==> config.mk <==
export PLATFORM = sky130hd
export DESIGN_NAME = pc_select
export DESIGN_NICKNAME = d
export VERILOG_FILES = /design/src/bp_pkg.sv /design/src/pc_select.sv
export SDC_FILE = /design/constraint.sdc
export NUM_CORES = 1
export LEC_CHECK = 0
export ABC_AREA = 1
export BUFFER_PORTS_ARGS = -buffer_cell sky130_fd_sc_hd__buf_4
export CORE_AREA = 2 2 131 133
export CTS_BUF_LIST = sky130_fd_sc_hd__clkbuf_2 sky130_fd_sc_hd__clkbuf_4 sky130_fd_sc_hd__clkbuf_8
export CTS_CLUSTER_SIZE = 12
export DETAILED_ROUTE_END_ITERATION = 16
export DIE_AREA = 0 0 133 135
export PLACE_DENSITY_LB_ADDON = 0.3
export REMOVE_ABC_BUFFERS = 1
export SYNTH_ARGS = -nofsm -noshare
export SYNTH_HDL_FRONTEND = slang
export SYNTH_SLANG_ARGS = --single-unit
==> constraint.sdc <==
create_clock -name clk -period 4.15 [get_ports clk]
set_input_delay 0.83 -clock clk [delete_from_list [all_inputs] [get_ports clk]]
set_output_delay 0.83 -clock clk [all_outputs]
set_load 0.05 [all_outputs]
==> src/bp_pkg.sv <==
// shared types for the branch prediction unit
// 2-bit counter states, fetch / prediction / resolve / redirect structs
// axi4-lite request and response structs, register offsets and response codes
package bp_pkg;

    // msb of the state is the predicted direction
    typedef enum logic [1:0] {
        strong_not_taken = 2'b00,
        weak_not_taken   = 2'b01,
        weak_taken       = 2'b10,
        strong_taken     = 2'b11
    } counter_t;

    typedef struct packed {
        logic        valid;
        logic [31:0] pc;
    } fetch_req_t;

    typedef struct packed {
        logic        valid;
        logic        taken;
        logic [31:0] pc;
        logic [31:0] target;  // pc + 4 when not taken
    } prediction_t;

    // one executed conditional branch, with what was predicted for it
    typedef struct packed {
        logic        valid;
        logic [31:0] pc;
        logic        taken;
        logic [31:0] target;
        logic        pred_taken;
        logic [31:0] pred_target;
    } resolve_t;

    typedef struct packed {
        logic        valid;
        logic [31:0] pc;
    } redirect_t;

    typedef struct packed {
        logic        awvalid;
        logic [3:0]  awaddr;
        logic        wvalid;
        logic [31:0] wdata;
        logic        bready;
        logic        arvalid;
        logic [3:0]  araddr;
        logic        rready;
    } axil_req_t;

    typedef struct packed {
        logic        awready;
        logic        wready;
        logic        bvalid;
        logic [1:0]  bresp;
        logic        arready;
        logic        rvalid;
        logic [31:0] rdata;
        logic [1:0]  rresp;
    } axil_rsp_t;

    localparam logic [3:0] reg_ctrl        = 4'h0;
    localparam logic [3:0] reg_lookups     = 4'h4;
    localparam logic [3:0] reg_branches    = 4'h8;
    localparam logic [3:0] reg_mispredicts = 4'hC;

    localparam logic [1:0] resp_okay   = 2'b00;
    localparam logic [1:0] resp_slverr = 2'b10;

endpackage

==> src/pc_select.sv <==
// prediction combining stage
// registers the prediction from counter state and btb result,
// detects mispredicts on resolve, drives redirect, btb allocate and event pulses
`timescale 1ns/1ps

module pc_select (
    input  logic                clk,
    input  logic                reset,
    input  logic                enable,
    input  bp_pkg::fetch_req_t  fetch,
    input  bp_pkg::counter_t    state,
    input  logic                btb_hit,
    input  logic [31:0]         btb_target,
    input  bp_pkg::resolve_t    resolve,
    output bp_pkg::prediction_t pred,
    output bp_pkg::redirect_t   redirect,
    output logic                alloc_valid,
    output logic [31:0]         alloc_pc,
    output logic [31:0]         alloc_target,
    output logic                lookup_event,
    output logic                branch_event,
    output logic                mispredict_event
);
    import bp_pkg::*;

    prediction_t pred_next;
    logic        mispredict;
    logic [31:0] correct_pc;

    // taken needs a btb hit as well as a taken counter
    always_comb begin
        pred_next.valid  = fetch.valid;
        pred_next.taken  = enable && btb_hit && state[1];
        pred_next.pc     = fetch.pc;
        pred_next.target = pred_next.taken ? btb_target : fetch.pc + 32'd4;
    end

    assign mispredict = resolve.valid &&
                        ((resolve.taken != resolve.pred_taken) ||
                         (resolve.taken && (resolve.target != resolve.pred_target)));
    assign correct_pc = resolve.taken ? resolve.target : resolve.pc + 32'd4;

    // only taken branches get a btb entry
    assign alloc_valid  = resolve.valid && resolve.taken;
    assign alloc_pc     = resolve.pc;
    assign alloc_target = resolve.target;

    always_ff @(posedge clk) begin
        if (reset) begin
            pred.valid       <= 1'b0;
            redirect.valid   <= 1'b0;
            lookup_event     <= 1'b0;
            branch_event     <= 1'b0;
            mispredict_event <= 1'b0;
        end else begin
            pred             <= pred_next;
            redirect.valid   <= mispredict;
            redirect.pc      <= correct_pc;
            lookup_event     <= fetch.valid;    // one pulse per lookup
            branch_event     <= resolve.valid;
            mispredict_event <= mispredict;
        end
    end

endmodule

After elaboration in Yosys (flattened, before gate mapping)
Index checks and enable logic that the tools add are counted.
{ "word_totals": {"regBits": 100, "input_bits": 170, "output_inout_bits": 167, "elab_cells": 19} }
{ "classes": {"n_addsub": 2, "eq_ne": 2, "muxes": 2, "reduce_logical": 6} }
{ "op_table": {"columns": ["op", "n"], "rows": [
  ["$add A32 B3 Y32 const B", 2],
  ["$mux W32", 2],
  ["$ne A32 B32 Y1", 1],
  ["$logic_and A1 B1 Y1", 5],
  ["$logic_or A1 B1 Y1", 1],
  ["$ne A1 B1 Y1", 1]
]} }

Depth between registers and ports, before layout
Gate-level depths: netlist of the first run.
{ "depth": {"ltp_word": 4, "ltp_mapped": 10, "depth_no_buf": 10} }

Least setup slack after synthesis of the first run
No wires, ideal clock.
{ "synth_timing": {"kind": "input to register", "startpoint": "in reset", "endpoint": "reg pred[0] in the netlist's numbering, enable pin", "setup_ns": 0.450, "arrival_time_ns": 2.706, "required_ns": 3.700, "setup_slack_ns": 0.994, "cell_stages": 1, "n_path_buf": 0, "cell_sequence": "inv_1"} }
{ "synth_rtl": {"columns": ["item", "line_no", "source"], "rows": [
  ["start, declared", "pc_select.sv:8", "input logic reset,"],
  ["end signal, assigned", "pc_select.sv:56", "pred <= pred_next;"],
  ["end, declared", "pc_select.sv:15", "output bp_pkg::prediction_t pred,"]
]} }
No word-level cell between the ends.

Worst setup path in the final report of the first run
{ "layout_timing": {"startpoint": "in resolve[65] in the netlist's numbering", "endpoint": "out alloc_valid"} }
{ "layout_between": {"elab_chain_len": 1} }
{ "layout_rtl": {"columns": ["item", "line_no", "source"], "rows": [
  ["start, declared", "pc_select.sv:14", "input bp_pkg::resolve_t resolve,"],
  ["$logic_and A1 B1 Y1", "pc_select.sv:44", "assign alloc_valid = resolve.valid && resolve.taken;"],
  ["end, declared", "pc_select.sv:17", "output logic alloc_valid,"]
]} }
Every way passes these cells.

==> results.yml, run 1 <==
clocking:
  cts_buffers: 9
  clkSinkCount: 100
  h-tree-depth: 3
  postCtsHoldBufs: 0
  cts_buffer_depth: 2
  cts-root-buf: "clkbuf_8"
  clk_pin_slew_ns: 0.11
  cts_resized: 0
  postCtsSetupBuffers: 0
  cts_tree: "built"
place:
  place_congestion: 0.9808
  place_ws_ns: 1.726
  dp_hpwl_um: 16850
  io_buffers: 335
  place_inst: 1302
logic_synthesis:
  ys_seq_elements: 100
  avgSynthCellArea_sq_um: 7.760
  async_reset_ff_share_pct: 0
  netlist.area_leader.share_pct: 45.72
  yosys_warnings: 0
  synth_common_cells: "nand2_1, nor2_1, edfxtp_1"
  synth_cell_types: 31
  synth_edf_count: 97
  ys.flop_type: "edfxtp_1"
  ys_seq_area_share_pct: 46.66
  synth_top_cell_by_area: "edfxtp_1"
  syn_inst: 821
  syn_area_sq_um: 6371
  synthTopCellsByArea: "edfxtp_1, nand2_1, buf_4"
  yosysMostFrequentCell: "nand2_1"
sta:
  setup_viol: 0
  fin_setup_tns_ns: 0
  period_share_pct: 55.81
  drv_slew: 0
  fmax_mhz: 431.8
  slew_headroom_pct: 48.13
  hold_viol: 0
  setup_slack_ns: 1.834
  worst_pin_slew_ns: 0.7781
  rsz0062_at_grt: "no"
  finalCriticalPeriod_ns: 2.316
layout:
  fill_cells: 1608
  antenna_cells: 0
  area_growth_pct: 39.38
  fin_util_pct: 54.12
  nets: 1265
  drive_gt1_share_pct: 35.15
  final_cells: 1318
routing:
  drt_pre_antenna_iters: 5
  drt-initial-drc-count: 303
  drt_wl_total_um: 20890
  wire_per_inst_um: 15.85
  drtAntennaViolNets: 0
  vias: 6148
  drc: 0
  avgViaCountPerCell: 4.665
power:
  p_sw_share_pct: 36.75
  power_frac_seq_pct: 41.4
  combPwrFrac_pct: 33.7
  cellPowerDensity_nw_per_um2: 334.8
  ir_worst_vdd_mv: 0.1410
  clkPwrFrac_pct: 24.9
  switchingPower_uw: 1092
  power.leakage_uw: 0.004151
  p_int_uw: 1880
setup_path:
  end_kind: "output port"
  cp_data_arrival_time_ns: 1.49
  startpoint_type: "input port"
  crit_fanout: 33
  required_ns: 3.32
  worstSetupPathType: "input port to output port"
hold_path:
  worstHoldPathType: "input port to register"
  whs_endpoint: "pred[33]"
  hold-path-cell-count: 1
  min_from: "fetch[1]"
die:
  die_w_um: 133
  core_sq_um: 16410
  start_util_pct: 38.83
  std_cell_rows: 47
  fp.dieH_um: 135
  die-area_sq_um: 17960
  ios: 337
status:
  status: "finished, final reports clean"
run:
  drv_cap: 0
global_route:
  grt_max_degree: 61
  grt_pass1_wl_um: 31530
  grt_pass1_vias: 6005
  antenna_found_initial: 0
  grt.overflow.total: 0
  grt_use_total_pct: 23.01
## power groups by stage
stage | Sequential (uW) | Clock [uW] | Combinational, uW
4_1_cts | 1230 | 748 | 1010
2_1_floorplan | 1570 | 0 | 153
6_report | 1230 | 740 | 1000
3_5_place_dp | 1260 | 0 | 1010
3_3_place_gp | 1250 | 0 | 1000
5_1_grt | 1240 | 779 | 1050
## layout make-up
class | instances | area [sq um] | area share [%]
clock buffers | 10 | 131.4 | 1.479
clock inverters | 6 | 95.09 | 1.071
inverters | 71 | 269.0 | 3.029
multi-input cells | 571 | 2584 | 29.10
flip-flops and latches | 100 | 2973 | 33.48
well taps | 220 | 275.3 | 3.100
repair buffers | 340 | 2552 | 28.74
## cell usage in the layout (no fill, tap or decap), drive strengths merged, types with 4 or more instances in the layout
cell    Yosys  final
buf        71    340
nand2     311    311
nor2      116    116
edfxtp     97     97
inv        70     72
o21ai      40     40
nand3      29     29
xnor2      22     22
xor2       10     10
clkbuf      8     10
or2         9      9
a31oi       6      6
nor3        6      6
o21bai      5      5
a21oi       5      5
nand3b      4      4
## kinds of logic (layout without fill, tap and decap cells)
logic type	count (synthesis)	count (layout)	synth area share, %
xor gates and xnor gates	32	32	4.399
AOI/OAI and AO/OA	61	61	5.381
and+or+nand+nor	476	476	30.38
buffers and inverters	150	427	12.78
DFF	100	100	46.66
adders and majority gates	2	2	0.3927
## worst max-delay path, cell delays in order
cell and delay, ns:
buf_4 0.31, nand2_1 0.09, inv_1 0.06, buf_4 0.18
## per-stage QoR
| step | total power, uW | area [sq um] | hold slack, ns |
|---|---|---|---|
| final | 2973 | 8880 | 0.6225 |
| after global routing | 3074 | 8880 | 0.6088 |
| after CTS | 2988 | 8880 | 0.6036 |
| after detailed placement | 2261 | 8653 | 1.022 |
| after global placement | 2253 | 8653 | 1.021 |
| after floorplan | 1724 | 5823 | 0.9012 |
## how the worst max path moves through the flow
stage	start	to	slack, ns	cells past startpoint
after floorplan	reset	pred[0]	0.99	1
after global placement	resolve[65]	redirect[24]	1.75	5
after detailed placement	resolve[65]	redirect[24]	1.73	5
after CTS	resolve[65]	alloc_valid	1.82	4
after global routing	resolve[65]	alloc_valid	1.78	4
final	resolve[65]	alloc_valid	1.83	4
## routing by layer
metal / vias to the layer above / share of wire (%) / GRT usage, %
met5: - / 0 / 0
met4: 0 / 3.7 / 10.51
met3: 46 / 7.1 / 4.317
met2: 271 / 52 / 43.61
met1: 2751 / 37 / 24.77
li1: 3080 / - / -
## registers in the layout, indices dropped and copies added (netlist names)
| name | count |
|---|---|
| branch_event | 1 |
| lookup_event | 1 |
| mispredict_event | 1 |
| pred | 65 |
| redirect | 32 |
Power figures use the tool's default switching activity.
==> inputs of run 2 (changes only) <==
Clock period 4.15 ns to 2.3 ns, I/O delays scaled along.
==> results.yml, run 2 (synthesized netlist as in run 1, its figures left out) <==
layout:
  antenna_cells: 0
  top_register: "pred"
  final_cells: 1321
  drive_gt1_share_pct: 35.33
  fill_cells: 1585
  largest_reg_flops: 65
  mostFrequentLayoutCells: "buf_4, nand2_1, nor2_1, edfxtp_1, inv_1"
  area_growth_pct: 39.45
  nets: 1268
  final_common_cell: "buf_4"
  largest_registers: "pred: 65 flops, redirect: 32 flops"
sta:
  setup_viol: 0
  period_share_pct: 69.54
  hold_viol: 0
  fmax_mhz: 625.2
  drv_slew: 0
  finalCriticalPeriod_ns: 1.600
  fin_setup_tns_ns: 0
  slew_headroom_pct: 65.21
  worst_pin_slew_ns: 0.5218
  rsz0062_at_grt: "no"
routing:
  wire_per_inst_um: 15.72
  drt_pre_antenna_iters: 5
  drt-initial-drc-count: 268
  drc: 0
  avgViaCountPerCell: 4.665
  drt_wl_total_um: 20760
  drtAntennaViolNets: 0
  vias: 6163
place:
  io_buffers: 335
  dp_hpwl_um: 17000
  place_congestion: 0.9778
  place_inst: 1305
power:
  power.leakage_uw: 0.004161
  ir_worst_vdd_mv: 0.2911
  power_frac_seq_pct: 43.4
  combPwrFrac_pct: 35.5
  p_sw_share_pct: 37.99
  clkPwrFrac_pct: 21.1
  p_int_uw: 3173
  switchingPower_uw: 1944
  cellPowerDensity_nw_per_um2: 576.0
clocking:
  postCtsSetupBuffers: 0
  postCtsHoldBufs: 0
  clk_pin_slew_ns: 0.11
  cts_buffer_depth: 2
  cts_resized: 0
  cts_tree: "built"
  clkSinkCount: 100
  h-tree-depth: 3
  cts_buffers: 9
  cts-root-buf: "clkbuf_8"
die:
  ios: 337
  die-area_sq_um: 17960
  die_w_um: 133
  std_cell_rows: 47
  fp.dieH_um: 135
  start_util_pct: 38.83
  core_sq_um: 16410
global_route:
  grt.overflow.total: 0
  grt_pass1_wl_um: 31160
  grt_use_total_pct: 22.61
  grt_max_degree: 62
  antenna_found_initial: 0
  grt_pass1_vias: 5985
setup_path:
  path_cells: "buf_4 > ha_1 > nand3_1 > nor2_1 > nand3_1 > xnor2_1 > nand2_1 > nand2_1"
  crit_fanout: 5
  required_ns: 2.44
  cp_data_arrival_time_ns: 1.74
  end_kind: "register"
  startpoint_type: "input port"
  crit_family: "simple AND/OR/NAND/NOR gates"
  cp_num_buf_inv: 1
  slowest_stage: "nor2_1"
  critPathMaxStageDelay_ns: 0.37
  worstSetupPathType: "input port to register"
hold_path:
  worstHoldPathType: "input port to register"
status:
  status: "finished, final reports clean"
run:
  drv_cap: 0
## run 2: worst paths after layout
path,depth (start not counted),endpoint,startpoint,slack (ns)
max,8,pred[16],fetch[2],0.70
min,1,pred[33],fetch[1],0.27
## run 2: metal layers
metal	share of wire (%)	track usage [%]	wire, um
met2	53	42.77	10920
met3	8.3	5.631	1715
met5	0	0	0
met4	3.9	9.618	801
met1	35	23.83	7324
## run 2: power groups by stage
stage | clock network, uW | registers [uW] | logic, uW
after global routing | 1160 | 2240 | 1920
final | 1080 | 2220 | 1820
after CTS | 1110 | 2220 | 1830
after detailed placement | 0 | 2260 | 1830
after global placement | 0 | 2260 | 1820
after floorplan | 0 | 2830 | 277
## run 2: area by class of cell
type,count,area [sq um],area share (%)
clock buffer,9,123.9,1.394
clock inverter,7,60.06,0.6760
inverter,71,269.0,3.028
multi-input combinational,571,2584,29.08
sequential,100,2973,33.46
tap,220,275.3,3.098
timing repair buffer,343,2600,29.26
## run 2: stage by stage
step	utilization (%)	area, sq um	total power [uW]	setup WS (ns)	hold slack (ns)
2_1_floorplan	-	5823	3110	-0.4864	0.5312
3_3_place_gp	53.03	8701	4075	0.3231	0.6509
3_5_place_dp	53.03	8701	4088	0.3100	0.6510
4_1_cts	54.15	8885	5165	0.7305	0.2422
5_1_grt	54.15	8885	5311	0.5886	0.2392
6_report	54.15	8885	5118	0.7005	0.2718
