==> config.mk <==
export PLATFORM = sky130hd
export DESIGN_NAME = bht_table
export DESIGN_NICKNAME = d
export VERILOG_FILES = /design/src/bp_pkg.sv /design/src/bht_table.sv
export SDC_FILE = /design/constraint.sdc
export NUM_CORES = 1
export LEC_CHECK = 0
export BUFFER_PORTS_ARGS = -buffer_cell sky130_fd_sc_hd__buf_2
export CORE_MARGIN = 3
export CORE_UTILIZATION = 40
export DETAILED_ROUTE_END_ITERATION = 16
export GPL_ROUTABILITY_DRIVEN = 0
export MAX_ROUTING_LAYER = met4
export RECOVER_POWER = 100
export SLEW_MARGIN = 20
export SYNTH_ARGS = -nofsm -noshare
export SYNTH_HDL_FRONTEND = slang
export SYNTH_SLANG_ARGS = --single-unit
==> constraint.sdc <==
create_clock -name clk -period 6.2 [get_ports clk]
set_clock_uncertainty 0.1 [all_clocks]
set_input_delay 0.62 -clock clk [delete_from_list [all_inputs] [get_ports clk]]
set_output_delay 0.62 -clock clk [all_outputs]
set_load 0.01 [all_outputs]
==> src/bp_pkg.sv <==
// shared types for the branch prediction unit
// 2-bit counter states, fetch / prediction / resolve / redirect structs
// axi4-lite request and response structs, register offsets and response codes
package bp_pkg;

    // msb of the state is the predicted direction
    typedef enum logic [1:0] {
        strong_not_taken = 2'b00,
        weak_not_taken   = 2'b01,
        weak_taken       = 2'b10,
        strong_taken     = 2'b11
    } counter_t;

    typedef struct packed {
        logic        valid;
        logic [31:0] pc;
    } fetch_req_t;

    typedef struct packed {
        logic        valid;
        logic        taken;
        logic [31:0] pc;
        logic [31:0] target;  // pc + 4 when not taken
    } prediction_t;

    // one executed conditional branch, with what was predicted for it
    typedef struct packed {
        logic        valid;
        logic [31:0] pc;
        logic        taken;
        logic [31:0] target;
        logic        pred_taken;
        logic [31:0] pred_target;
    } resolve_t;

    typedef struct packed {
        logic        valid;
        logic [31:0] pc;
    } redirect_t;

    typedef struct packed {
        logic        awvalid;
        logic [3:0]  awaddr;
        logic        wvalid;
        logic [31:0] wdata;
        logic        bready;
        logic        arvalid;
        logic [3:0]  araddr;
        logic        rready;
    } axil_req_t;

    typedef struct packed {
        logic        awready;
        logic        wready;
        logic        bvalid;
        logic [1:0]  bresp;
        logic        arready;
        logic        rvalid;
        logic [31:0] rdata;
        logic [1:0]  rresp;
    } axil_rsp_t;

    localparam logic [3:0] reg_ctrl        = 4'h0;
    localparam logic [3:0] reg_lookups     = 4'h4;
    localparam logic [3:0] reg_branches    = 4'h8;
    localparam logic [3:0] reg_mispredicts = 4'hC;

    localparam logic [1:0] resp_okay   = 2'b00;
    localparam logic [1:0] resp_slverr = 2'b10;

endpackage

==> src/bht_table.sv <==
// branch history table
// 2-bit saturating direction counters, read at the fetch pc,
// trained by resolved branches, cleared by reset and flush
`timescale 1ns/1ps

module bht_table #(
    parameter int BHT_ENTRIES = 256
) (
    input  logic               clk,
    input  logic               reset,
    input  logic               flush,
    input  bp_pkg::fetch_req_t fetch,
    input  bp_pkg::resolve_t   resolve,
    output bp_pkg::counter_t   state
);
    import bp_pkg::*;

    localparam int IDX_W = $clog2(BHT_ENTRIES);

    counter_t         counters [BHT_ENTRIES];
    logic [IDX_W-1:0] fetch_idx;
    logic [IDX_W-1:0] upd_idx;
    counter_t         cur_state;
    counter_t         next_state;

    // word aligned pc, index starts at bit 2
    assign fetch_idx = fetch.pc[IDX_W+1:2];
    assign upd_idx   = resolve.pc[IDX_W+1:2];

    assign cur_state = counters[upd_idx];

    // one step toward the resolved direction, saturating at both ends
    always_comb begin
        next_state = cur_state;
        case (cur_state)
            strong_not_taken: begin
                if (resolve.taken) begin
                    next_state = weak_not_taken;
                end
            end
            weak_not_taken: begin
                next_state = resolve.taken ? weak_taken : strong_not_taken;
            end
            weak_taken: begin
                next_state = resolve.taken ? strong_taken : weak_not_taken;
            end
            strong_taken: begin
                if (!resolve.taken) begin
                    next_state = weak_taken;
                end
            end
            default: next_state = strong_not_taken;
        endcase
    end

    always_ff @(posedge clk) begin
        if (reset || flush) begin
            for (int i = 0; i < BHT_ENTRIES; i++) begin
                counters[i] <= strong_not_taken;
            end
        end else if (resolve.valid) begin
            counters[upd_idx] <= next_state;
        end
    end

    // combinational lookup, a resolve is visible to the next fetch
    assign state = counters[fetch_idx];

endmodule

Word level (Yosys, flattened, before mapping)
Memories as Yosys holds them, arrays and structs flattened.
Cells that the tools add are included.
Word-level totals
  input bits: 135
  memory bits (writable): 512
  word-level logic and storage cells: 20
  memories kept: 1
  register bits: 0
Memory list
  counters: depth 256, width 2, read ports 2, clocked after Yosys merged registers in 0, wr ports 256, RTL line bht_table.sv:20  | counter_t counters [BHT_ENTRIES];
Cells by class
  multiplexer cells: 13
  equality and inequality tests: 3
  reduce and logical (&&, ||, !) cells: 3
Operators with widths (count)
  2-to-1 mux 2 bit: 5
  2-to-1 mux 8 bit: 1
  one-hot mux 2 bit (4 select lines): 1
  2-to-1 mux 1 bit: 6
  equality test 2 bit, second input constant: 2
  equality test 2 x 1 -> 1 bit, second input constant: 1
  logical NOT 2 bit: 1
  OR reduction 2 bit: 1
  logical OR 1 bit: 1

Logic depth before layout (Yosys ltp)
Gate-level depths: netlist (run 1).
  depth in word-level cells: 5
  depth in mapped cells: 14
  gate-level depth less buffers: 8

Worst setup path before layout (run 1)
OpenSTA, ideal clock, no wires.
  path type: input -> output
  from: in fetch[2] (netlist name)
  to: out state[0]
  arrival: 3.405 ns
  slack: 2.075 ns
  buffers on the path: 2
  data required time: 5.480 ns
  cell stages on the path: 6
  cells stage by stage: buf_2 > buf_1 > mux4_2 > mux4_2 > mux4_2 > mux4_2
Between the ends
  word-level cells in the longest chain between the ends: 1
RTL lines
  start: declaration: RTL line bht_table.sv:12  | input bp_pkg::fetch_req_t fetch,
  memory (256 x 2 bit)
  end: declaration: RTL line bht_table.sv:14  | output bp_pkg::counter_t state
Every way passes these cells.

==> flow_metrics.py, run 1 <==
metrics = {
    "synth": {
        "async_flop_share_pct": 0,
        "yosys.area.top_type": "edfxtp_1",
        "synth_fp_nets": 2328,
        "yosysUniqueCellTypes": 54,
        "synth-edff-count": 512,
        "ys_seq_elements": 512,
        "synth.top_cells.by_count": "512 x edfxtp_1, 325 x nor3_1, 272 x mux4_2",
        "yosys_warnings": 0,
        "avgSynthCellArea_um2": 13.7,
        "synth_area_leaders": "edfxtp_1 51%, mux4_2 20%, nor3_2 5.7%",
        "synth_flop_cell": "edfxtp_1",
        "synth_top_area_share_pct": 51.3,
        "netlist_instances": 2193,
        "post-synth-top-count-cell": "edfxtp_1",
        "synth_area_mm2": 0.0300,
        "ys_seq_area_share_pct": 51.3,
    },
    "grt": {
        "first_global_vias": 20000,
        "grt_usage_pct": 23.6,
        "grt_max_degree": 91,
        "grt_remaining_overflow": 0,
        "grt_pass1_wl_um": 133000,
        "grt_antenna_before_repair": 1,
    },
    "drt": {
        "wl_um": 90100,
        "routed-wl-met3_um": 9870,
        "route.vias.total": 20000,
        "dr_wl_met2_um": 42200,
        "post-route-drc-count": 0,
        "met1_length_um": 34800,
        "routed.top_layer": "met4",
        "drtIter0Drc": 2556,
        "via_per_inst": 6.61,
        "post_drt_wl_per_cell_um": 29.7,
        "drt_pass1_iterations": 5,
        "antenna_left": 0,
    },
    "power": {
        "clkPwrFrac_pct": 39.0,
        "finalPower_w": 0.00835,
        "switching_share_pct": 26.0,
        "p_switching_w": 0.00217,
        "leakagePower_nw": 9.92,
        "p_int_w": 0.00618,
        "ir_drop_mv": 0.241,
        "pwr-share-seq_pct": 48.1,
        "combPwrFrac_pct": 12.9,
        "p_per_area_mw_per_mm2": 266,
    },
    "floorplan": {
        "start_util_pct": 40.7,
        "fp.dieH_um": 280,
        "io_pins": 137,
        "fp-row-count": 99,
        "core_mm2": 0.0736,
        "die_x_um": 280,
        "die_area_mm2": 0.0783,
    },
    "sta": {
        "max_freq_mhz": 184,
        "fin_tns_setup_ns": 0,
        "fin_crit_ns": 5.44,
        "rsz0062_at_grt": "no",
        "setup_viol": 0,
        "worst_pin_slew_ns": 2.31,
        "slew_headroom_pct": -54.2,
        "drv_slew": 302,
        "timing.final.crit_share_pct": 87.8,
        "fin_hold_ws_ns": 0.669,
        "hold_violations": 0,
    },
    "placed_design": {
        "placed_cells": 2924,
        "portBuffers": 22,
        "dpl.hpwl_um": 58200,
    },
    "final_layout": {
        "largest_register": "counters",
        "reg_top3": "counters (512)",
        "num_antenna_cells": 0,
        "nets": 2159,
        "fin_util_pct": 42.6,
        "num-fill-cells": 6727,
        "register_area_mm2": 0.0154,
        "drive_gt1_share_pct": 22.4,
        "final_cells": 3029,
        "largest_reg_flops": 512,
        "multi_input_area_mm2": 0.0122,
        "synthToLayoutAreaGrowth_pct": 4.60,
    },
    "worst_setup_path": {
        "startpoint_type": "input pin",
        "cp_max_fo": 26,
        "crit_arrival_ns": 5.63,
        "crit_path_end_kind": "register",
        "crit_required_ns": 6.39,
        "path_class": "input pin to register",
    },
    "run_status": {
        "outcome": "finished, violations left",
        "violations": "max-capacitance violations, max-slew violations",
    },
    "cts": {
        "post-cts-setup-buffer-count": 0,
        "h-tree-depth": 2,
        "holdBufCountCts": 0,
        "insertion_delay_ns": 0.63,
        "cts_root_buf": "clkbuf_16",
        "cts-buffers-inserted": 57,
        "cts_resized": 0,
        "clock-sinks": 512,
        "path_clk_slew_ns": 0.06,
        "cts_tree": "yes",
        "cts.path.max_buffers": 3,
    },
    "flow_run": {
        "maxCapViolCount": 10,
    },
    "worst_hold_path": {
        "hp-class": "input pin to register",
    },
}
through the flow:
step	instance area, µm²	setup WS [ns]
2_1_floorplan	30000	2.07
3_3_place_gp	30500	1.14
3_5_place_dp	30500	1.13
4_1_cts	32300	1.46
5_1_grt	31400	0.790
6_report	31400	0.758
cell usage in the layout (no fill, tap or decap), types with 10 or more instances in the layout:
cell type	n
nor2_1	44
nor3_2	17
clkbuf_16	59
clkinv_1	17
a22oi_1	18
clkbuf_1	36
buf_4	40
o21ai_0	247
a211oi_1	10
clkinv_2	10
buf_12	11
edfxtp_1	512
mux4_2	272
nand3_1	32
nor3_1	478
nand2b_1	14
buf_2	16
nand2_1	43
mux2i_1	79
kinds of logic after synthesis:
| logic type | synth area share (%) |
|---|---|
| simple gates | 14.1 |
| flops | 51.3 |
| compound gates | 5.79 |
| mux | 23.2 |
| buf+inv | 5.39 |
| fa+ha+maj | 0.213 |
worst max-delay path: stages:
cell	delay, ns
clkbuf_1	1.50
nor2b_1	0.79
clkbuf_1	0.52
nand3_1	0.67
clkbuf_1	0.73
buf_4	0.46
o21ai_0	0.30
power groups by stage:
stage / combinational (W) / sequential, W / clock, W
final: 0.00107 / 0.00402 / 0.00325
after CTS: 0.00110 / 0.00402 / 0.00329
after global placement: 0.00109 / 0.00408 / 0
after detailed placement: 0.00110 / 0.00409 / 0
after global routing: 0.00112 / 0.00403 / 0.00341
after floorplan: 0.000814 / 0.00405 / 0
worst paths after layout:
| check | from | endpoint | slack, ns | cells past startpoint |
|---|---|---|---|---|
| worst max-delay path | resolve[70] | counters[5][1] | 0.76 | 7 |
| worst min-delay path | resolve[98] | counters[122][1] | 0.67 | 5 |
| worst max register to register | counters[176][0] | counters[208][1] | 2.09 | 9 |
| worst min register to register | counters[31][0] | counters[30][0] | 1.50 | 8 |
cell type report:
class                   instances  share of cell area, %
flip-flops and latches        512                   49.0
inverters                       6                 0.0718
clock inverters                32                  0.714
repair buffers                 99                   2.41
well taps                     959                   3.83
clock buffers                  73                   4.88
multi-input cells            1348                   39.1
layer usage:
| metal | GRT usage [%] | up-vias |
|---|---|---|
| met1 | 31.2 | 10300 |
| met4 | 7.25 | 0 |
| li1 | - | 8434 |
| met2 | 37.1 | 1135 |
| met3 | 4.49 | 181 |
| met5 | - | - |
(Power assumes the default switching activity.)
==> run 2, diff against run 1 <==
CORE_UTILIZATION = 35   (was 40)
==> run 2 against run 1 <==
Against the previous run: the flow still finishes with violations (max-capacitance violations, max-slew violations); global-route usage is 3.2 points lower; sequential cell count stayed put; cell count grew 6.0%; count of clock-buffer cells in the layout decreased by 1; design area rose by 1.1%; largest power group unchanged.
==> flow_metrics.py, run 2 (same netlist as run 1, synthesis figures left out) <==
metrics = {
    "worst_hold_path": {
        "min_to": "counters[78][1]",
        "hp-class": "input pin to register",
        "holdCritStartpoint": "resolve[98]",
        "hold_path_depth": 5,
    },
    "final_layout": {
        "drive_gt1_share_pct": 23.4,
        "largest_reg_flops": 512,
        "nets": 2162,
        "fin_util_pct": 37.6,
        "largest_register": "counters",
        "final_cell_mix": "512 x edfxtp_1, 457 x nor3_1, 272 x mux4_2, 247 x o21ai_0, 79 x mux2i_1",
        "reg_top3": "counters (512)",
        "num-fill-cells": 7900,
        "final_common_cell": "edfxtp_1",
        "synthToLayoutAreaGrowth_pct": 5.72,
    },
    "cts": {
        "path_clk_slew_ns": 0.06,
        "cts_tree": "yes",
        "h-tree-depth": 2,
        "post-cts-setup-buffer-count": 0,
        "insertion_delay_ns": 0.63,
        "clock-sinks": 512,
        "holdBufCountCts": 0,
        "cts.path.max_buffers": 3,
        "cts_root_buf": "clkbuf_16",
        "cts_resized": 0,
        "cts-buffers-inserted": 58,
    },
    "drt": {
        "antenna_left": 0,
        "drt_pass1_iterations": 6,
        "post_drt_wl_per_cell_um": 27.9,
        "post-route-drc-count": 0,
        "route.vias.total": 20100,
        "via_per_inst": 6.26,
        "wl_um": 89700,
        "drtIter0Drc": 2692,
    },
    "sta": {
        "fin_crit_ns": 5.31,
        "slew_headroom_pct": -78.2,
        "timing.final.crit_share_pct": 85.6,
        "drv_slew": 474,
        "rsz0062_at_grt": "no",
        "worst_pin_slew_ns": 2.67,
        "fin_hold_ws_ns": 0.662,
        "max_freq_mhz": 188,
        "setup_viol": 0,
        "hold_violations": 0,
        "fin_tns_setup_ns": 0,
    },
    "grt": {
        "grt_pass1_wl_um": 133000,
        "grt_antenna_before_repair": 3,
        "grt_remaining_overflow": 0,
        "grt_usage_pct": 20.4,
        "first_global_vias": 20000,
        "grt_max_degree": 93,
    },
    "power": {
        "p_per_area_mw_per_mm2": 265,
        "finalPower_w": 0.00840,
        "ir_drop_mv": 0.208,
        "leakagePower_nw": 9.90,
    },
    "floorplan": {
        "io_pins": 137,
        "fp.dieH_um": 299,
        "die_area_mm2": 0.0892,
        "core_mm2": 0.0842,
        "die_x_um": 299,
        "start_util_pct": 35.6,
        "fp-row-count": 106,
    },
    "worst_setup_path": {
        "path_class": "input pin to register",
        "cp_max_fo": 45,
        "reg2reg_from": "counters[7][1]",
        "r2r_slack_ns": 1.42,
        "rr_worst_depth": 8,
        "startpoint_type": "input pin",
        "worst_r2r_endpoint": "counters[169][0]",
        "crit_required_ns": 6.35,
        "crit_arrival_ns": 5.45,
        "crit_path_end_kind": "register",
    },
    "placed_design": {
        "dpl.hpwl_um": 57800,
        "portBuffers": 22,
    },
    "flow_run": {
        "maxCapViolCount": 16,
    },
    "run_status": {
        "violations": "max-capacitance violations, max-slew violations",
        "outcome": "finished, violations left",
    },
}
[run 2: cell count changes in the layout (fill, tap and decap cells not counted), moves of 3 or more]
cell	previous run	this run
nor3_1	478	457
nor3_2	17	38
clkbuf_1	36	45
buf_12	11	7
clkinv_1	17	13
clkbuf_2	6	3
clkinv_2	10	13
diode_2	0	3
[run 2: worst max-delay path, cell delays in order]
cell	delay, ns
clkbuf_1	0.35
clkbuf_1	0.34
nand4b_1	0.17
clkbuf_1	1.00
a211oi_1	0.10
nand3_1	0.18
nand4_1	0.10
a2111oi_0	0.64
and3_1	0.36
maj3_2	0.97
clkbuf_1	0.46
nor3_1	0.10
[run 2: final cells by class]
type	instances	area, µm²	share of cell area [%]
Inverter	6	22.5	0.0711
Timing Repair Buffer	101	706	2.23
Tap cell	1134	1420	4.48
Sequential cell	512	15400	48.5
Antenna cell	3	7.51	0.0237
Multi-Input combinational cell	1348	12400	39.0
Clock buffer	72	1530	4.81
Clock inverter	34	269	0.849
[run 2: stage by stage]
step	area, µm²	worst slack [ns]	instances
after floorplan	30000	2.07	2193
after global placement	30700	1.06	3101
after detailed placement	30700	1.03	3101
after CTS	32500	1.51	3207
after global routing	31700	0.717	3210
final	31700	0.893	3210
[run 2: power by group]
| part | leakage [nW] | internal [W] | switching, W |
|---|---|---|---|
| Sequential | 5.70 | 0.00394 | 0.0000763 |
| Combinational | 3.33 | 0.000375 | 0.000685 |
| Clock | 0.874 | 0.00190 | 0.00142 |
[run 2: worst max-delay path by stage]
| stage | start | end | slack (ns) | depth (start not counted) |
|---|---|---|---|---|
| 4_1_cts | fetch[2] | state[1] | 1.51 | 7 |
| 6_report | resolve[73] | counters[32][1] | 0.89 | 12 |
| 5_1_grt | resolve[73] | counters[32][1] | 0.72 | 12 |
| 3_5_place_dp | resolve[68] | counters[157][0] | 1.03 | 9 |
| 3_3_place_gp | resolve[69] | counters[158][0] | 1.06 | 11 |
| 2_1_floorplan | fetch[2] | state[0] | 2.07 | 6 |
[run 2: metal layers]
layer,global-route usage (%),part of all wire (%)
met5,-,0
met4,6.60,3.4
met3,3.45,10
met2,31.7,47
met1,27.2,39
