**src/bp_pkg.sv**
```systemverilog
// shared types for the branch prediction unit
// 2-bit counter states, fetch / prediction / resolve / redirect structs
// axi4-lite request and response structs, register offsets and response codes
package bp_pkg;

    // msb of the state is the predicted direction
    typedef enum logic [1:0] {
        strong_not_taken = 2'b00,
        weak_not_taken   = 2'b01,
        weak_taken       = 2'b10,
        strong_taken     = 2'b11
    } counter_t;

    typedef struct packed {
        logic        valid;
        logic [31:0] pc;
    } fetch_req_t;

    typedef struct packed {
        logic        valid;
        logic        taken;
        logic [31:0] pc;
        logic [31:0] target;  // pc + 4 when not taken
    } prediction_t;

    // one executed conditional branch, with what was predicted for it
    typedef struct packed {
        logic        valid;
        logic [31:0] pc;
        logic        taken;
        logic [31:0] target;
        logic        pred_taken;
        logic [31:0] pred_target;
    } resolve_t;

    typedef struct packed {
        logic        valid;
        logic [31:0] pc;
    } redirect_t;

    typedef struct packed {
        logic        awvalid;
        logic [3:0]  awaddr;
        logic        wvalid;
        logic [31:0] wdata;
        logic        bready;
        logic        arvalid;
        logic [3:0]  araddr;
        logic        rready;
    } axil_req_t;

    typedef struct packed {
        logic        awready;
        logic        wready;
        logic        bvalid;
        logic [1:0]  bresp;
        logic        arready;
        logic        rvalid;
        logic [31:0] rdata;
        logic [1:0]  rresp;
    } axil_rsp_t;

    localparam logic [3:0] reg_ctrl        = 4'h0;
    localparam logic [3:0] reg_lookups     = 4'h4;
    localparam logic [3:0] reg_branches    = 4'h8;
    localparam logic [3:0] reg_mispredicts = 4'hC;

    localparam logic [1:0] resp_okay   = 2'b00;
    localparam logic [1:0] resp_slverr = 2'b10;

endpackage

```
**src/bp_csr_axil.sv**
```systemverilog
// axi4-lite register block for the predictor
// ctrl register (enable, flush command) and lookup / branch / mispredict counters
`timescale 1ns/1ps

module bp_csr_axil (
    input  logic              clk,
    input  logic              reset,
    input  bp_pkg::axil_req_t axil_req,
    input  logic              lookup_event,
    input  logic              branch_event,
    input  logic              mispredict_event,
    output bp_pkg::axil_rsp_t axil_rsp,
    output logic              enable,
    output logic              flush
);
    import bp_pkg::*;

    logic        wr_accept;
    logic        rd_accept;
    logic        wr_addr_ok;
    logic        rd_addr_ok;
    logic [31:0] rd_data;
    logic [31:0] lookup_count;
    logic [31:0] branch_count;
    logic [31:0] mispredict_count;

    // a held response blocks the next transfer on that channel
    assign wr_accept = axil_req.awvalid && axil_req.wvalid && !axil_rsp.bvalid;
    assign rd_accept = axil_req.arvalid && !axil_rsp.rvalid;

    assign axil_rsp.awready = wr_accept;
    assign axil_rsp.wready  = wr_accept;
    assign axil_rsp.arready = rd_accept;

    assign wr_addr_ok = (axil_req.awaddr == reg_ctrl) || (axil_req.awaddr == reg_lookups) ||
                        (axil_req.awaddr == reg_branches) ||
                        (axil_req.awaddr == reg_mispredicts);

    always_comb begin
        rd_addr_ok = 1'b1;
        case (axil_req.araddr)
            reg_ctrl:        rd_data = {31'd0, enable};  // flush bit reads back 0
            reg_lookups:     rd_data = lookup_count;
            reg_branches:    rd_data = branch_count;
            reg_mispredicts: rd_data = mispredict_count;
            default: begin
                rd_data    = 32'd0;
                rd_addr_ok = 1'b0;
            end
        endcase
    end

    // ctrl register and flush pulse
    always_ff @(posedge clk) begin
        if (reset) begin
            enable <= 1'b1;
            flush  <= 1'b0;
        end else begin
            flush <= wr_accept && (axil_req.awaddr == reg_ctrl) && axil_req.wdata[1];
            if (wr_accept && (axil_req.awaddr == reg_ctrl)) begin
                enable <= axil_req.wdata[0];
            end
        end
    end

    // event counters, any write clears
    always_ff @(posedge clk) begin
        if (reset) begin
            lookup_count     <= '0;
            branch_count     <= '0;
            mispredict_count <= '0;
        end else begin
            if (wr_accept && (axil_req.awaddr == reg_lookups)) begin
                lookup_count <= '0;
            end else if (lookup_event) begin
                lookup_count <= lookup_count + 32'd1;
            end
            if (wr_accept && (axil_req.awaddr == reg_branches)) begin
                branch_count <= '0;
            end else if (branch_event) begin
                branch_count <= branch_count + 32'd1;
            end
            if (wr_accept && (axil_req.awaddr == reg_mispredicts)) begin
                mispredict_count <= '0;
            end else if (mispredict_event) begin
                mispredict_count <= mispredict_count + 32'd1;
            end
        end
    end

    // write response channel
    always_ff @(posedge clk) begin
        if (reset) begin
            axil_rsp.bvalid <= 1'b0;
        end else if (wr_accept) begin
            axil_rsp.bvalid <= 1'b1;
            axil_rsp.bresp  <= wr_addr_ok ? resp_okay : resp_slverr;
        end else if (axil_req.bready) begin
            axil_rsp.bvalid <= 1'b0;
        end
    end

    // read data channel
    always_ff @(posedge clk) begin
        if (reset) begin
            axil_rsp.rvalid <= 1'b0;
        end else if (rd_accept) begin
            axil_rsp.rvalid <= 1'b1;
            axil_rsp.rdata  <= rd_data;
            axil_rsp.rresp  <= rd_addr_ok ? resp_okay : resp_slverr;
        end else if (axil_req.rready) begin
            axil_rsp.rvalid <= 1'b0;
        end
    end

endmodule

```
**config.mk**
```make
export PLATFORM = sky130hd
export DESIGN_NAME = bp_csr_axil
export DESIGN_NICKNAME = d
export VERILOG_FILES = /design/src/bp_pkg.sv /design/src/bp_csr_axil.sv
export SDC_FILE = /design/constraint.sdc
export NUM_CORES = 1
export LEC_CHECK = 0
export BUFFER_PORTS_ARGS = -buffer_cell sky130_fd_sc_hd__buf_4
export CELL_PAD_IN_SITES_DETAIL_PLACEMENT = 1
export CELL_PAD_IN_SITES_GLOBAL_PLACEMENT = 1
export CORE_MARGIN = 8
export CORE_UTILIZATION = 47
export DETAILED_ROUTE_END_ITERATION = 10
export PLACE_DENSITY = 0.95
export SYNTH_ARGS = -nofsm -noshare
export SYNTH_HDL_FRONTEND = slang
export SYNTH_SLANG_ARGS = --single-unit
```
**constraint.sdc**
```tcl
create_clock -name clk -period 4.1 [get_ports clk]
set_input_delay 0.205 -clock clk [delete_from_list [all_inputs] [get_ports clk]]
set_output_delay 0.205 -clock clk [all_outputs]
set_load 0.01 [all_outputs]
```
After elaboration in Yosys (flattened, before gate mapping)
Cells that the tools add are included.

Register bits after elaboration: 136. Bits in latches: 0. RAM bits: 0. Bits in read-only memories: 0. Bits of input ports: 50. Output and inout bits: 43. Word-level logic and storage cells: 51. Memories kept: 0.

$add $sub $neg: 3. $mul: 0. Div/mod/pow operators: 0. Order comparisons: 0. Equal/unequal tests: 6. Shifts and indexed selects: 0. Multiplexer cells: 8. Bitwise logic cells: 1. Reduce and logical (&&, ||, !) cells: 23.

Operator list (count): $pmux W32 S4 (1); $add A32 B1 Y32 const B (3); $eq A4 B4 Y1 const B (4); $eq A4 B3 Y1 const B (2); $logic_and A1 B1 Y1 (8); $logic_not A4 Y1 (2); $reduce_or A2 Y1 (3); $mux W1 (5); $mux W2 (2); $reduce_and A2 Y1 (2); $reduce_bool A2 Y1 (2); $reduce_or A4 Y1 (1); $logic_or A1 B1 Y1 (3); $logic_not A1 Y1 (2); $not A1 Y1 (1).

Depth between registers and ports, before layout
Gate-level depths: netlist of the first run.

Word-level depth: 5. Mapped depth: 7. Depth with buffers taken out: 5.

Least setup slack after synthesis of the first run
OpenSTA, ideal clock, no wires.

Kind: reg-to-reg. From: reg axil_rsp[34] (netlist bit). To: reg axil_rsp[10] (netlist bit), enable pin. Setup time: 0.427 ns. Arrival time: 2.001 ns. Required time: 3.673 ns. Path slack: 1.672 ns. Cell stages (with the launch flop): 3. Buffers on the path: 0. Period minus slack after synthesis: 2.428 ns. Cell sequence: dfxtp_1 > nor2b_1 > nor2b_1.

Word-level cells in the longest chain between the ends: 3.

RTL lines: from (decl) (RTL line bp_csr_axil.sv:12) `output bp_pkg::axil_rsp_t axil_rsp,`; $logic_not A1 Y1 (RTL line bp_csr_axil.sv:29) `assign rd_accept = axil_req.arvalid && !axil_rsp.rvalid;`; $logic_and A1 B1 Y1 (RTL line bp_csr_axil.sv:29); via rd_accept (RTL line bp_csr_axil.sv:19) `logic rd_accept;`; $reduce_and A2 Y1 (no line).

The timed path passes the listed nets, and every way through them passes these cells. A chain may end at the register's enable or synchronous reset.

Worst setup path in the final report of the first run
From: reg lookup_count[0]. To: reg lookup_count[24].

Word-level cells in the longest chain between the ends: 1.

RTL lines: from (decl) (RTL line bp_csr_axil.sv:23) `logic [31:0] lookup_count;`; from (signal assigned) (RTL line bp_csr_axil.sv:76) `lookup_count <= lookup_count + 32'd1;`; $add A32 B1 Y32 (RTL line bp_csr_axil.sv:76).

No other way between the ends.

==> results of run 1 <==
-- cell families after synthesis --
kind of cell	after synthesis	synth area share [%]
simple gates	289	24.27
other cells	1	0.05687
flops	134	45.84
mux	38	6.509
buf+inv	66	4.212
fa+ha+maj	3	0.5693
xor+xnor	35	4.649
compound gates	147	13.89
-- routing by layer --
metal / part of all wire [%] / up-vias / track usage [%]
li1: - / 2724 / -
met1: 39 / 2984 / 24.79
met2: 51 / 239 / 40.68
met3: 5.9 / 80 / 6.245
met4: 4.1 / 0 / 12.48
met5: 0 / - / 0
-- metrics by stage --
step | setup slack (ns) | hold WS (ns) | instances
3_5_place_dp | 1.669 | 0.4081 | 904
5_1_grt | 1.482 | 0.05287 | 937
2_1_floorplan | 1.672 | 0.3040 | 714
6_report | 1.573 | 0.05446 | 937
4_1_cts | 1.612 | 0.04807 | 937
3_3_place_gp | 1.811 | 0.3937 | 904
-- flip-flops by register name, summed over array words and instances (netlist names) --
| register | count |
|---|---|
| axil_rsp | 36 |
| branch_count | 32 |
| enable | 1 |
| flush | 1 |
| lookup_count | 32 |
| mispredict_count | 32 |
-- area by class of cell --
| class | count | area share, % |
|---|---|---|
| Timing Repair Buffer | 61 | 6.017 |
| Tap cell | 180 | 2.943 |
| Clock inverter | 4 | 0.9156 |
| Clock buffer | 28 | 6.622 |
| Inverter | 16 | 0.7848 |
| Sequential cell | 134 | 39.50 |
| Multi-Input combinational cell | 514 | 43.21 |
-- worst register-to-register path, cell delays in order (launching register included) --
cell and delay (ns):
dfxtp_1 0.57, ha_1 0.46, inv_1 0.10, or4_1 0.63
or4_1 0.50, a21oi_1 0.18
-- how the worst max path moves through the flow --
stage	end	cells after the start	slack, ns
3_5_place_dp	lookup_count[24]$_SDFFE_PP0P_	5	1.67
4_1_cts	lookup_count[24]$_SDFFE_PP0P_	5	1.61
6_report	lookup_count[24]$_SDFFE_PP0P_	5	1.57
2_1_floorplan	axil_rsp[10]$_DFFE_PP_	2	1.67
5_1_grt	lookup_count[24]$_SDFFE_PP0P_	5	1.48
3_3_place_gp	lookup_count[24]$_SDFFE_PP0P_	5	1.81
-- synth_stat cells, drive strengths merged, types with 16 or more instances --
cell	number
o21ai	23
dfxtp	100
o31ai	31
nor2	74
mux2	29
nand4	29
a22oi	31
xnor2	20
or4	40
a21oi	54
nand3	29
or3	22
nand2	41
inv	16
edfxtp	34
clkbuf	36
-- cell usage in the layout (no fill, tap or decap), drive strengths merged, types with 31 or more instances in the layout --
cell type	netlist	layout
edfxtp	34	34
o31ai	31	31
a22oi	31	31
nor2	74	74
a21oi	54	54
nand2	41	41
buf	14	60
or4	40	40
dfxtp	100	100
-- power by group --
| part | internal, mW | switching, mW | leakage, nW | total [mW] |
|---|---|---|---|---|
| Clock | 0.958 | 0.559 | 0.283 | 1.52 |
| Combinational | 0.0560 | 0.0908 | 1.11 | 0.147 |
| Sequential | 1.38 | 0.0203 | 1.12 | 1.40 |
-- what timing repair did --
item	CTS	global route
hold buffers	1	0
buffers inserted	0	0
setup endpoints to repair	0	0
endpoints found under the hold margin	1	0
==> flow_summary.json, run 1 <==
{
  "clkLatencyLatePin_ns": 0.44,
  "drv_cap": 0,
  "drtAntennaViolNets": 0,
  "ys_types": 46,
  "dpl.hpwl_um": 13520,
  "track_usage_pct": 23.15,
  "routabilityCongestion": 0.8900,
  "relSlewSlack_pct": 11.61,
  "ys_ff_latch": 134,
  "slowest_delay_ns": 0.63,
  "end_kind": "flip-flop",
  "rrSetupSlack_ns": 1.57,
  "slew_violations": 0,
  "seqCellArea_um2": 3023,
  "r2r_end": "lookup_count[24]$_SDFFE_PP0P_",
  "synth_ff_type": "dfxtp_1",
  "row_count": 43,
  "synth_warnings": 0,
  "rsz0062_at_grt": "no",
  "synth_edf_count": 34,
  "wl_per_cell_um": 21.96,
  "crit_start": "lookup_count[0]$_SDFFE_PP0P_",
  "status": "completed",
  "reg2reg_from": "lookup_count[0]$_SDFFE_PP0P_",
  "synthTopCellsByArea": "dfxtp_1 30%, edfxtp_1 15%, mux2_2 5.0%",
  "setup_tns_ns": 0,
  "p_total_mw": 3.060,
  "cts_resized": 0,
  "multi_input_comb_area_um2": 3307,
  "initial_core_util_pct": 47.87,
  "cts-root-buf": "clkbuf_16",
  "hold_path_depth": 2,
  "yosysSeqAreaShare_pct": 45.84,
  "cts.clk_slew.worst_paths_ns": 0.06,
  "vias": 6027,
  "syn_area_um2": 6594,
  "nFillCells": 1572,
  "die_y_um": 134.4,
  "fin_area_um2": 7652,
  "path_cells": "ha_1, inv_1, or4_1, or4_1, a21oi_1",
  "setup_viol": 0,
  "cts-htree-levels": 4,
  "numPortBuffers": 60,
  "crit_top_cell": "or4_1",
  "gr-total-overflow": 0,
  "cp_slowest_cell": "or4_1",
  "first_pass_iters": 5,
  "dieArea_um2": 18080,
  "crit_path_max_fanout": 8,
  "fin_util_pct": 55.56,
  "drc": 0,
  "holdPathEnd": "flush$_SDFF_PP0_",
  "synth_top_area_cell": "dfxtp_1",
  "routed_via_density": 6.432,
  "p_leak_nw": 2.511,
  "yosysTopAreaCellShare_pct": 30.36,
  "cts_tree": "yes",
  "worstPathArrival_ns": 2.88,
  "die_w_um": 134.4,
  "path_class": "reg2reg",
  "cp_top_family": "simple AND/OR/NAND/NOR gates",
  "syn_avg_cell_area_um2": 9.248,
  "nets": 797,
  "coreArea_um2": 13770,
  "hp-start": "axil_req[8]",
  "synthCells": 713,
  "tightest_slew_ns": 1.320,
  "antennaDiodeCount": 0,
  "synth-async-reset-ratio_pct": 0,
  "hold_viol": 0,
  "critPathBufInv": 1,
  "antenna_found_initial": 0,
  "cts.sinks": 134,
  "ios": 93,
  "required_ns": 4.45,
  "grt_pass1_wl_um": 33250,
  "grt_pass1_vias": 6344,
  "drtIter0Drc": 494,
  "fmax_mhz": 395.8,
  "cts_made_buffers": 17,
  "finalWirelength_um": 20580,
  "startpoint_type": "flip-flop",
  "reg2regPathDepth": 5,
  "drive_gt1_share_pct": 16.78,
  "clockBufferDepth": 2,
  "finClkSkew_ns": 0.009340,
  "hold_path.class": "in2reg",
  "min_period_over_period_pct": 61.63,
  "grt_max_degree": 36,
  "area_growth_syn_to_layout_pct": 16.05,
  "min_period_ns": 2.527,
  "place_area_um2": 7066,
  "worst_ir_drop_vdd_mv": 0.3930,
  "cellPowerDensity_nw_per_um2": 399.8
}
Note: power is estimated with default switching activity, not from simulation.
==> run 2, diff against run 1 <==
--- a/config.mk
+++ b/config.mk
@@ -9,9 +9,9 @@
 export CELL_PAD_IN_SITES_DETAIL_PLACEMENT = 1
 export CELL_PAD_IN_SITES_GLOBAL_PLACEMENT = 1
 export CORE_MARGIN = 8
-export CORE_UTILIZATION = 47
+export CORE_UTILIZATION = 40
 export DETAILED_ROUTE_END_ITERATION = 10
-export PLACE_DENSITY = 0.95
+export PLACE_DENSITY = 0.89
 export SYNTH_ARGS = -nofsm -noshare
 export SYNTH_HDL_FRONTEND = slang
 export SYNTH_SLANG_ARGS = --single-unit
==> constraint.sdc (replaced) <==
create_clock -name clk -period 2.2 [get_ports clk]
set_input_delay 0.11 -clock clk [delete_from_list [all_inputs] [get_ports clk]]
set_output_delay 0.11 -clock clk [all_outputs]
set_load 0.01 [all_outputs]
==> run 2 against run 1 <==
Effect of this change:
- non-clock buffer count rose by 42
- die area is 15% higher
- sequential power up 85%
- routed wire length decreased by 3.3%
- hold slack worse by 0.027 ns
- count of clock-buffer cells in the layout stayed put
- first-iteration DRC count down 15%
- total power increased by 80%
- core utilization shrank 6.5 points
- largest cell class unchanged
==> flow_summary.json, run 2 (synthesized netlist as in run 1, its figures left out) <==
{
  "path_class": "reg2reg",
  "post_cts_buffers": 0,
  "finalWirelength_um": 19910,
  "startpoint_type": "flip-flop",
  "antennaDiodeCount": 0,
  "finClkSkew_ns": 0.01076,
  "holdPathEnd": "mispredict_count[1]$_SDFFE_PP0P_",
  "rsz0062_at_grt": "no",
  "first_pass_iters": 5,
  "layout.cells.most_common_list": "95 x dfxtp_1, 95 x buf_4, 74 x nor2_1",
  "regMostFlops": "axil_rsp",
  "wl_per_cell_um": 19.54,
  "routed_via_density": 5.838,
  "numPortBuffers": 60,
  "antenna_found_initial": 0,
  "row_count": 47,
  "crit_path_max_fanout": 16,
  "reg2reg_from": "mispredict_count[10]$_SDFFE_PP0P_",
  "drtAntennaViolNets": 0,
  "hp-start": "mispredict_event",
  "coreArea_um2": 16350,
  "status": "completed",
  "cts.sinks": 134,
  "reg2regPathDepth": 5,
  "area_growth_syn_to_layout_pct": 21.73,
  "grt_max_degree": 36,
  "hold_path.class": "in2reg",
  "r2r_end": "mispredict_count[22]$_SDFFE_PP0P_",
  "relSlewSlack_pct": 51.95,
  "drtIter0Drc": 420,
  "p_leak_nw": 2.714,
  "worstPathArrival_ns": 2.45,
  "clockBufferDepth": 2,
  "setup_viol": 0,
  "setup_tns_ns": 0,
  "dpl.hpwl_um": 13130,
  "cts-htree-levels": 4,
  "largest_register_ffs": 36,
  "ios": 93,
  "cts_made_buffers": 17,
  "whs_ns": 0.02715,
  "grt_pass1_wl_um": 32140,
  "grt_pass1_vias": 6103,
  "dieArea_um2": 20850,
  "rrSetupSlack_ns": 0.11,
  "drv_cap": 0,
  "die_w_um": 144.4,
  "cts-root-buf": "clkbuf_16",
  "cts_tree": "yes",
  "preCtsSetupSlack_ns": 0.08140,
  "worst_ir_drop_vdd_mv": 0.5713,
  "drive_gt1_share_pct": 21.65,
  "vias": 5949,
  "die_y_um": 144.4,
  "nets": 839,
  "hold_viol": 0,
  "gr-total-overflow": 0,
  "min_period_over_period_pct": 95.21,
  "clkLatencyLatePin_ns": 0.43,
  "track_usage_pct": 19.88,
  "nFillCells": 1923,
  "tightest_slew_ns": 0.7207,
  "layout_setup_ws_ns": 0.1054,
  "slew_violations": 0,
  "hold_path_depth": 3,
  "initial_core_util_pct": 40.33,
  "required_ns": 2.55,
  "drc": 0,
  "min_period_ns": 2.095,
  "cellPowerDensity_nw_per_um2": 687.4,
  "routabilityCongestion": 0.8085,
  "fmax_mhz": 477.4,
  "crit_start": "mispredict_count[10]$_SDFFE_PP0P_",
  "end_kind": "flip-flop",
  "cts.clk_slew.worst_paths_ns": 0.05
}
-- run 2: cell types whose count changed in the layout (fill, tap and decap cells not counted), moves of 2 or more --
cell / previous run / this run
buf_4: 60 / 95
dlygate4sd3_1: 1 / 7
dfxtp_1: 100 / 95
dfxtp_2: 0 / 5
bufinv_16: 2 / 0
clkinv_2: 2 / 4
or4_1: 39 / 37
or4_4: 1 / 3
-- run 2: what timing repair did --
action	in CTS	in global routing
hold buffers	7	0
hold endpoints to repair	6	0
setup endpoints to repair	0	12
gates resized for setup	0	9
-- run 2: layout make-up --
| cell class | instances | area, um^2 | share of cell area, % |
|---|---|---|---|
| multi-input cells | 514 | 3322 | 41.39 |
| flip-flops and latches | 134 | 3029 | 37.74 |
| repair buffers | 103 | 803.3 | 10.01 |
| clock buffers | 28 | 516.7 | 6.438 |
| well taps | 220 | 275.3 | 3.429 |
| inverters | 16 | 60.06 | 0.7482 |
| clock inverters | 4 | 20.02 | 0.2494 |
-- run 2: how the worst max path moves through the flow --
stage	endpoint
after floorplan	lookup_count[24]$_SDFFE_PP0P_
after global placement	mispredict_count[22]$_SDFFE_PP0P_
after detailed placement	mispredict_count[22]$_SDFFE_PP0P_
after CTS	mispredict_count[22]$_SDFFE_PP0P_
after global routing	mispredict_count[22]$_SDFFE_PP0P_
final	mispredict_count[22]$_SDFFE_PP0P_
-- run 2: worst max-delay path: stages (launching register included) --
cell and delay, ns:
dfxtp_1 0.38, nand4_1 0.19, or4_4 0.55, buf_4 0.20
or4b_1 0.51, a21oi_1 0.18
-- run 2: report_power, final --
group	leakage, nW	internal (mW)	total, mW	switching, mW
clock network	0.268	1.58	2.61	1.03
registers	1.12	2.56	2.59	0.0240
logic	1.33	0.128	0.318	0.189
-- run 2: layer usage --
metal / routed length (um) / up-vias / GRT usage, %
met2: 9983 / 142 / 34.53
met4: 548 / 0 / 8.872
met1: 8296 / 2967 / 22.79
li1: - / 2800 / -
met3: 1081 / 40 / 4.688
met5: 0 / - / 0
-- run 2: stage by stage --
stage | cell area (um^2) | cells | power, mW | util [%]
2_1_floorplan | 6600 | 714 | 2.802 | -
3_3_place_gp | 7398 | 980 | 2.931 | 45.25
3_5_place_dp | 7398 | 980 | 2.940 | 45.25
4_1_cts | 8005 | 1019 | 5.568 | 48.97
5_1_grt | 8026 | 1019 | 5.701 | 49.10
6_report | 8026 | 1019 | 5.517 | 49.10
==> run 3, diff against run 2 <==
--- a/config.mk
+++ b/config.mk
@@ -12,6 +12,7 @@
 export CORE_UTILIZATION = 40
 export DETAILED_ROUTE_END_ITERATION = 10
 export PLACE_DENSITY = 0.89
+export REMOVE_ABC_BUFFERS = 1
 export SYNTH_ARGS = -nofsm -noshare
 export SYNTH_HDL_FRONTEND = slang
 export SYNTH_SLANG_ARGS = --single-unit
==> run 3 against run 2 <==
Effect of this change:
- hold slack got worse by 0.014 ns
- sequential cell count did not move
- largest power group unchanged
- first-iteration DRC count fell by 8.1%
- sequential power barely moved
- register-to-register slack improved by 0.05 ns
- critical path depth fell by 1
- combinational power barely moved
- cell count barely moved
- non-clock buffer count rose by 1
- count of clock-buffer cells in the layout fell by 5
- largest cell class unchanged
- setup slack improved by 0.049 ns
- core utilization rose by 0.27 points
==> flow_summary.json, run 3 (synthesized netlist as in run 1, its figures left out) <==
{
  "status": "completed",
  "layout.cells.most_common_list": "100 x dfxtp_1, 97 x buf_4, 74 x nor2_1",
  "cts-root-buf": "clkbuf_16",
  "dieArea_um2": 20850,
  "antennaDiodeCount": 0,
  "nFillCells": 1896,
  "min_period_ns": 2.046,
  "p_comb_share_pct": 5.6,
  "clkPwrFrac_pct": 49.1,
  "critPathBufInv": 0,
  "layout_commonest_cell": "dfxtp_1",
  "largest_register_ffs": 36,
  "antenna_found_initial": 0,
  "coreArea_um2": 16350,
  "first_pass_iters": 5,
  "place_area_um2": 7393,
  "placedCellCount": 981,
  "setup_tns_ns": 0,
  "drtAntennaViolNets": 0,
  "hp-start": "axil_req[7]",
  "die_w_um": 144.4,
  "whs_ns": 0.01323,
  "cellPowerDensity_nw_per_um2": 707.5,
  "instances_no_fill": 1020,
  "path_cells": "nand4_4, or4_4, or4_1, a21oi_1",
  "fmax_mhz": 488.9,
  "cp_slowest_cell": "or4_4",
  "grt_use_met2_pct": 35.42,
  "finalWirelength_um": 20610,
  "grt_pass1_wl_um": 33080,
  "finClkSkew_ns": 0.007833,
  "hold_path.class": "in2reg",
  "min_period_over_period_pct": 92.98,
  "p_int_mw": 4.421,
  "drtIter0Drc": 386,
  "drive_gt1_share_pct": 21.88,
  "track_usage_pct": 20.56,
  "tightest_slew_ns": 0.8064,
  "reg2reg_from": "lookup_count[7]$_SDFFE_PP0P_",
  "slowest_delay_ns": 0.64,
  "p_total_mw": 5.710,
  "crit_start": "lookup_count[7]$_SDFFE_PP0P_",
  "die_y_um": 144.4,
  "setup_viol": 0,
  "rsz0062_at_grt": "no",
  "gr-total-overflow": 0,
  "end_kind": "flip-flop",
  "cts.sinks": 134,
  "cp_top_family": "simple AND/OR/NAND/NOR gates",
  "clockBufferDepth": 2,
  "cts.clk_slew.worst_paths_ns": 0.06,
  "p_switching_mw": 1.288,
  "p_leak_nw": 2.745,
  "clkLatencyLatePin_ns": 0.43,
  "wl_per_cell_um": 20.20,
  "hold_viol": 0,
  "switching_share_pct": 22.56,
  "routabilityCongestion": 0.8181,
  "post_cts_buffers": 0,
  "slew_violations": 0,
  "worst_ir_drop_vdd_mv": 0.6641,
  "worstPathArrival_ns": 2.40,
  "numPortBuffers": 60,
  "required_ns": 2.55,
  "pwr-share-seq_pct": 45.3,
  "cts-htree-levels": 4,
  "initial_core_util_pct": 40.33,
  "layout_setup_ws_ns": 0.1545,
  "grt_max_degree": 36,
  "busiest_layer": "met2",
  "cts_tree": "yes",
  "dpl.hpwl_um": 13860,
  "vias": 6036,
  "fin_util_pct": 49.36,
  "ios": 93,
  "preCtsSetupSlack_ns": 0.07331,
  "area_growth_syn_to_layout_pct": 22.39,
  "crit_path_max_fanout": 8,
  "path_class": "reg2reg",
  "row_count": 47,
  "cts_made_buffers": 17,
  "regMostFlops": "axil_rsp",
  "nets": 840,
  "drv_cap": 0,
  "relSlewSlack_pct": 45.75,
  "grt_pass1_vias": 6279,
  "startpoint_type": "flip-flop",
  "fin_area_um2": 8070,
  "gr-usage-met3_pct": 5.678,
  "routed_via_density": 5.918,
  "drc": 0,
  "use_met1_pct": 22.78
}
[run 3: changes by cell type in the layout (fill, tap and decap cells not counted), sizes merged]
cell | previous run | this run
clkbuf | 28 | 23
bufinv | 0 | 1
clkinv | 4 | 8
buf | 96 | 97
[run 3: timing repair]
item                       CTS  global route
gates resized for setup      0             6
hold buffers                 7             0
hold endpoints to repair     7             0
setup endpoints to repair    0            18
[run 3: final cells by class]
class                           count  area [um^2]  area share, %
Sequential cell                   134         3023          37.46
Clock buffer                       23        510.5          6.326
Timing Repair Buffer              104        798.3          9.891
Tap cell                          220        275.3          3.411
Clock inverter                      9        70.07         0.8682
Inverter                           16        60.06         0.7442
Multi-Input combinational cell    514         3333          41.30
[run 3: layer usage]
| metal | part of all wire (%) | wire length, um |
|---|---|---|
| met1 | 40 | 8236 |
| met2 | 51 | 10500 |
| met3 | 5.5 | 1132 |
| met4 | 3.6 | 739 |
| met5 | 0 | 0 |
[run 3: power by group through the flow]
stage          Clock, mW  Combinational [mW]  Sequential (mW)
2_1_floorplan          0               0.106             2.65
3_3_place_gp           0               0.296             2.63
3_5_place_dp           0               0.307             2.64
4_1_cts             2.85               0.321             2.59
5_1_grt             2.95               0.346             2.59
6_report            2.80               0.321             2.59
[run 3: final timing paths]
check,end,slack (ns),cells after the start
setup / recovery,lookup_count[28]$_SDFFE_PP0P_,0.15,4
hold / removal,enable$_SDFFE_PP1P_,0.01,4
setup reg to reg,lookup_count[28]$_SDFFE_PP0P_,0.15,4
hold reg to reg,mispredict_count[26]$_SDFFE_PP0P_,0.50,2
[run 3: tightest hold or removal path, delay by kind of cell]
family	cells	cell delay (ns)
AND/OR/NAND/NOR	1	0.09
buffers and inverters	2	0.11
AO/OA/AOI/OAI	1	0.11
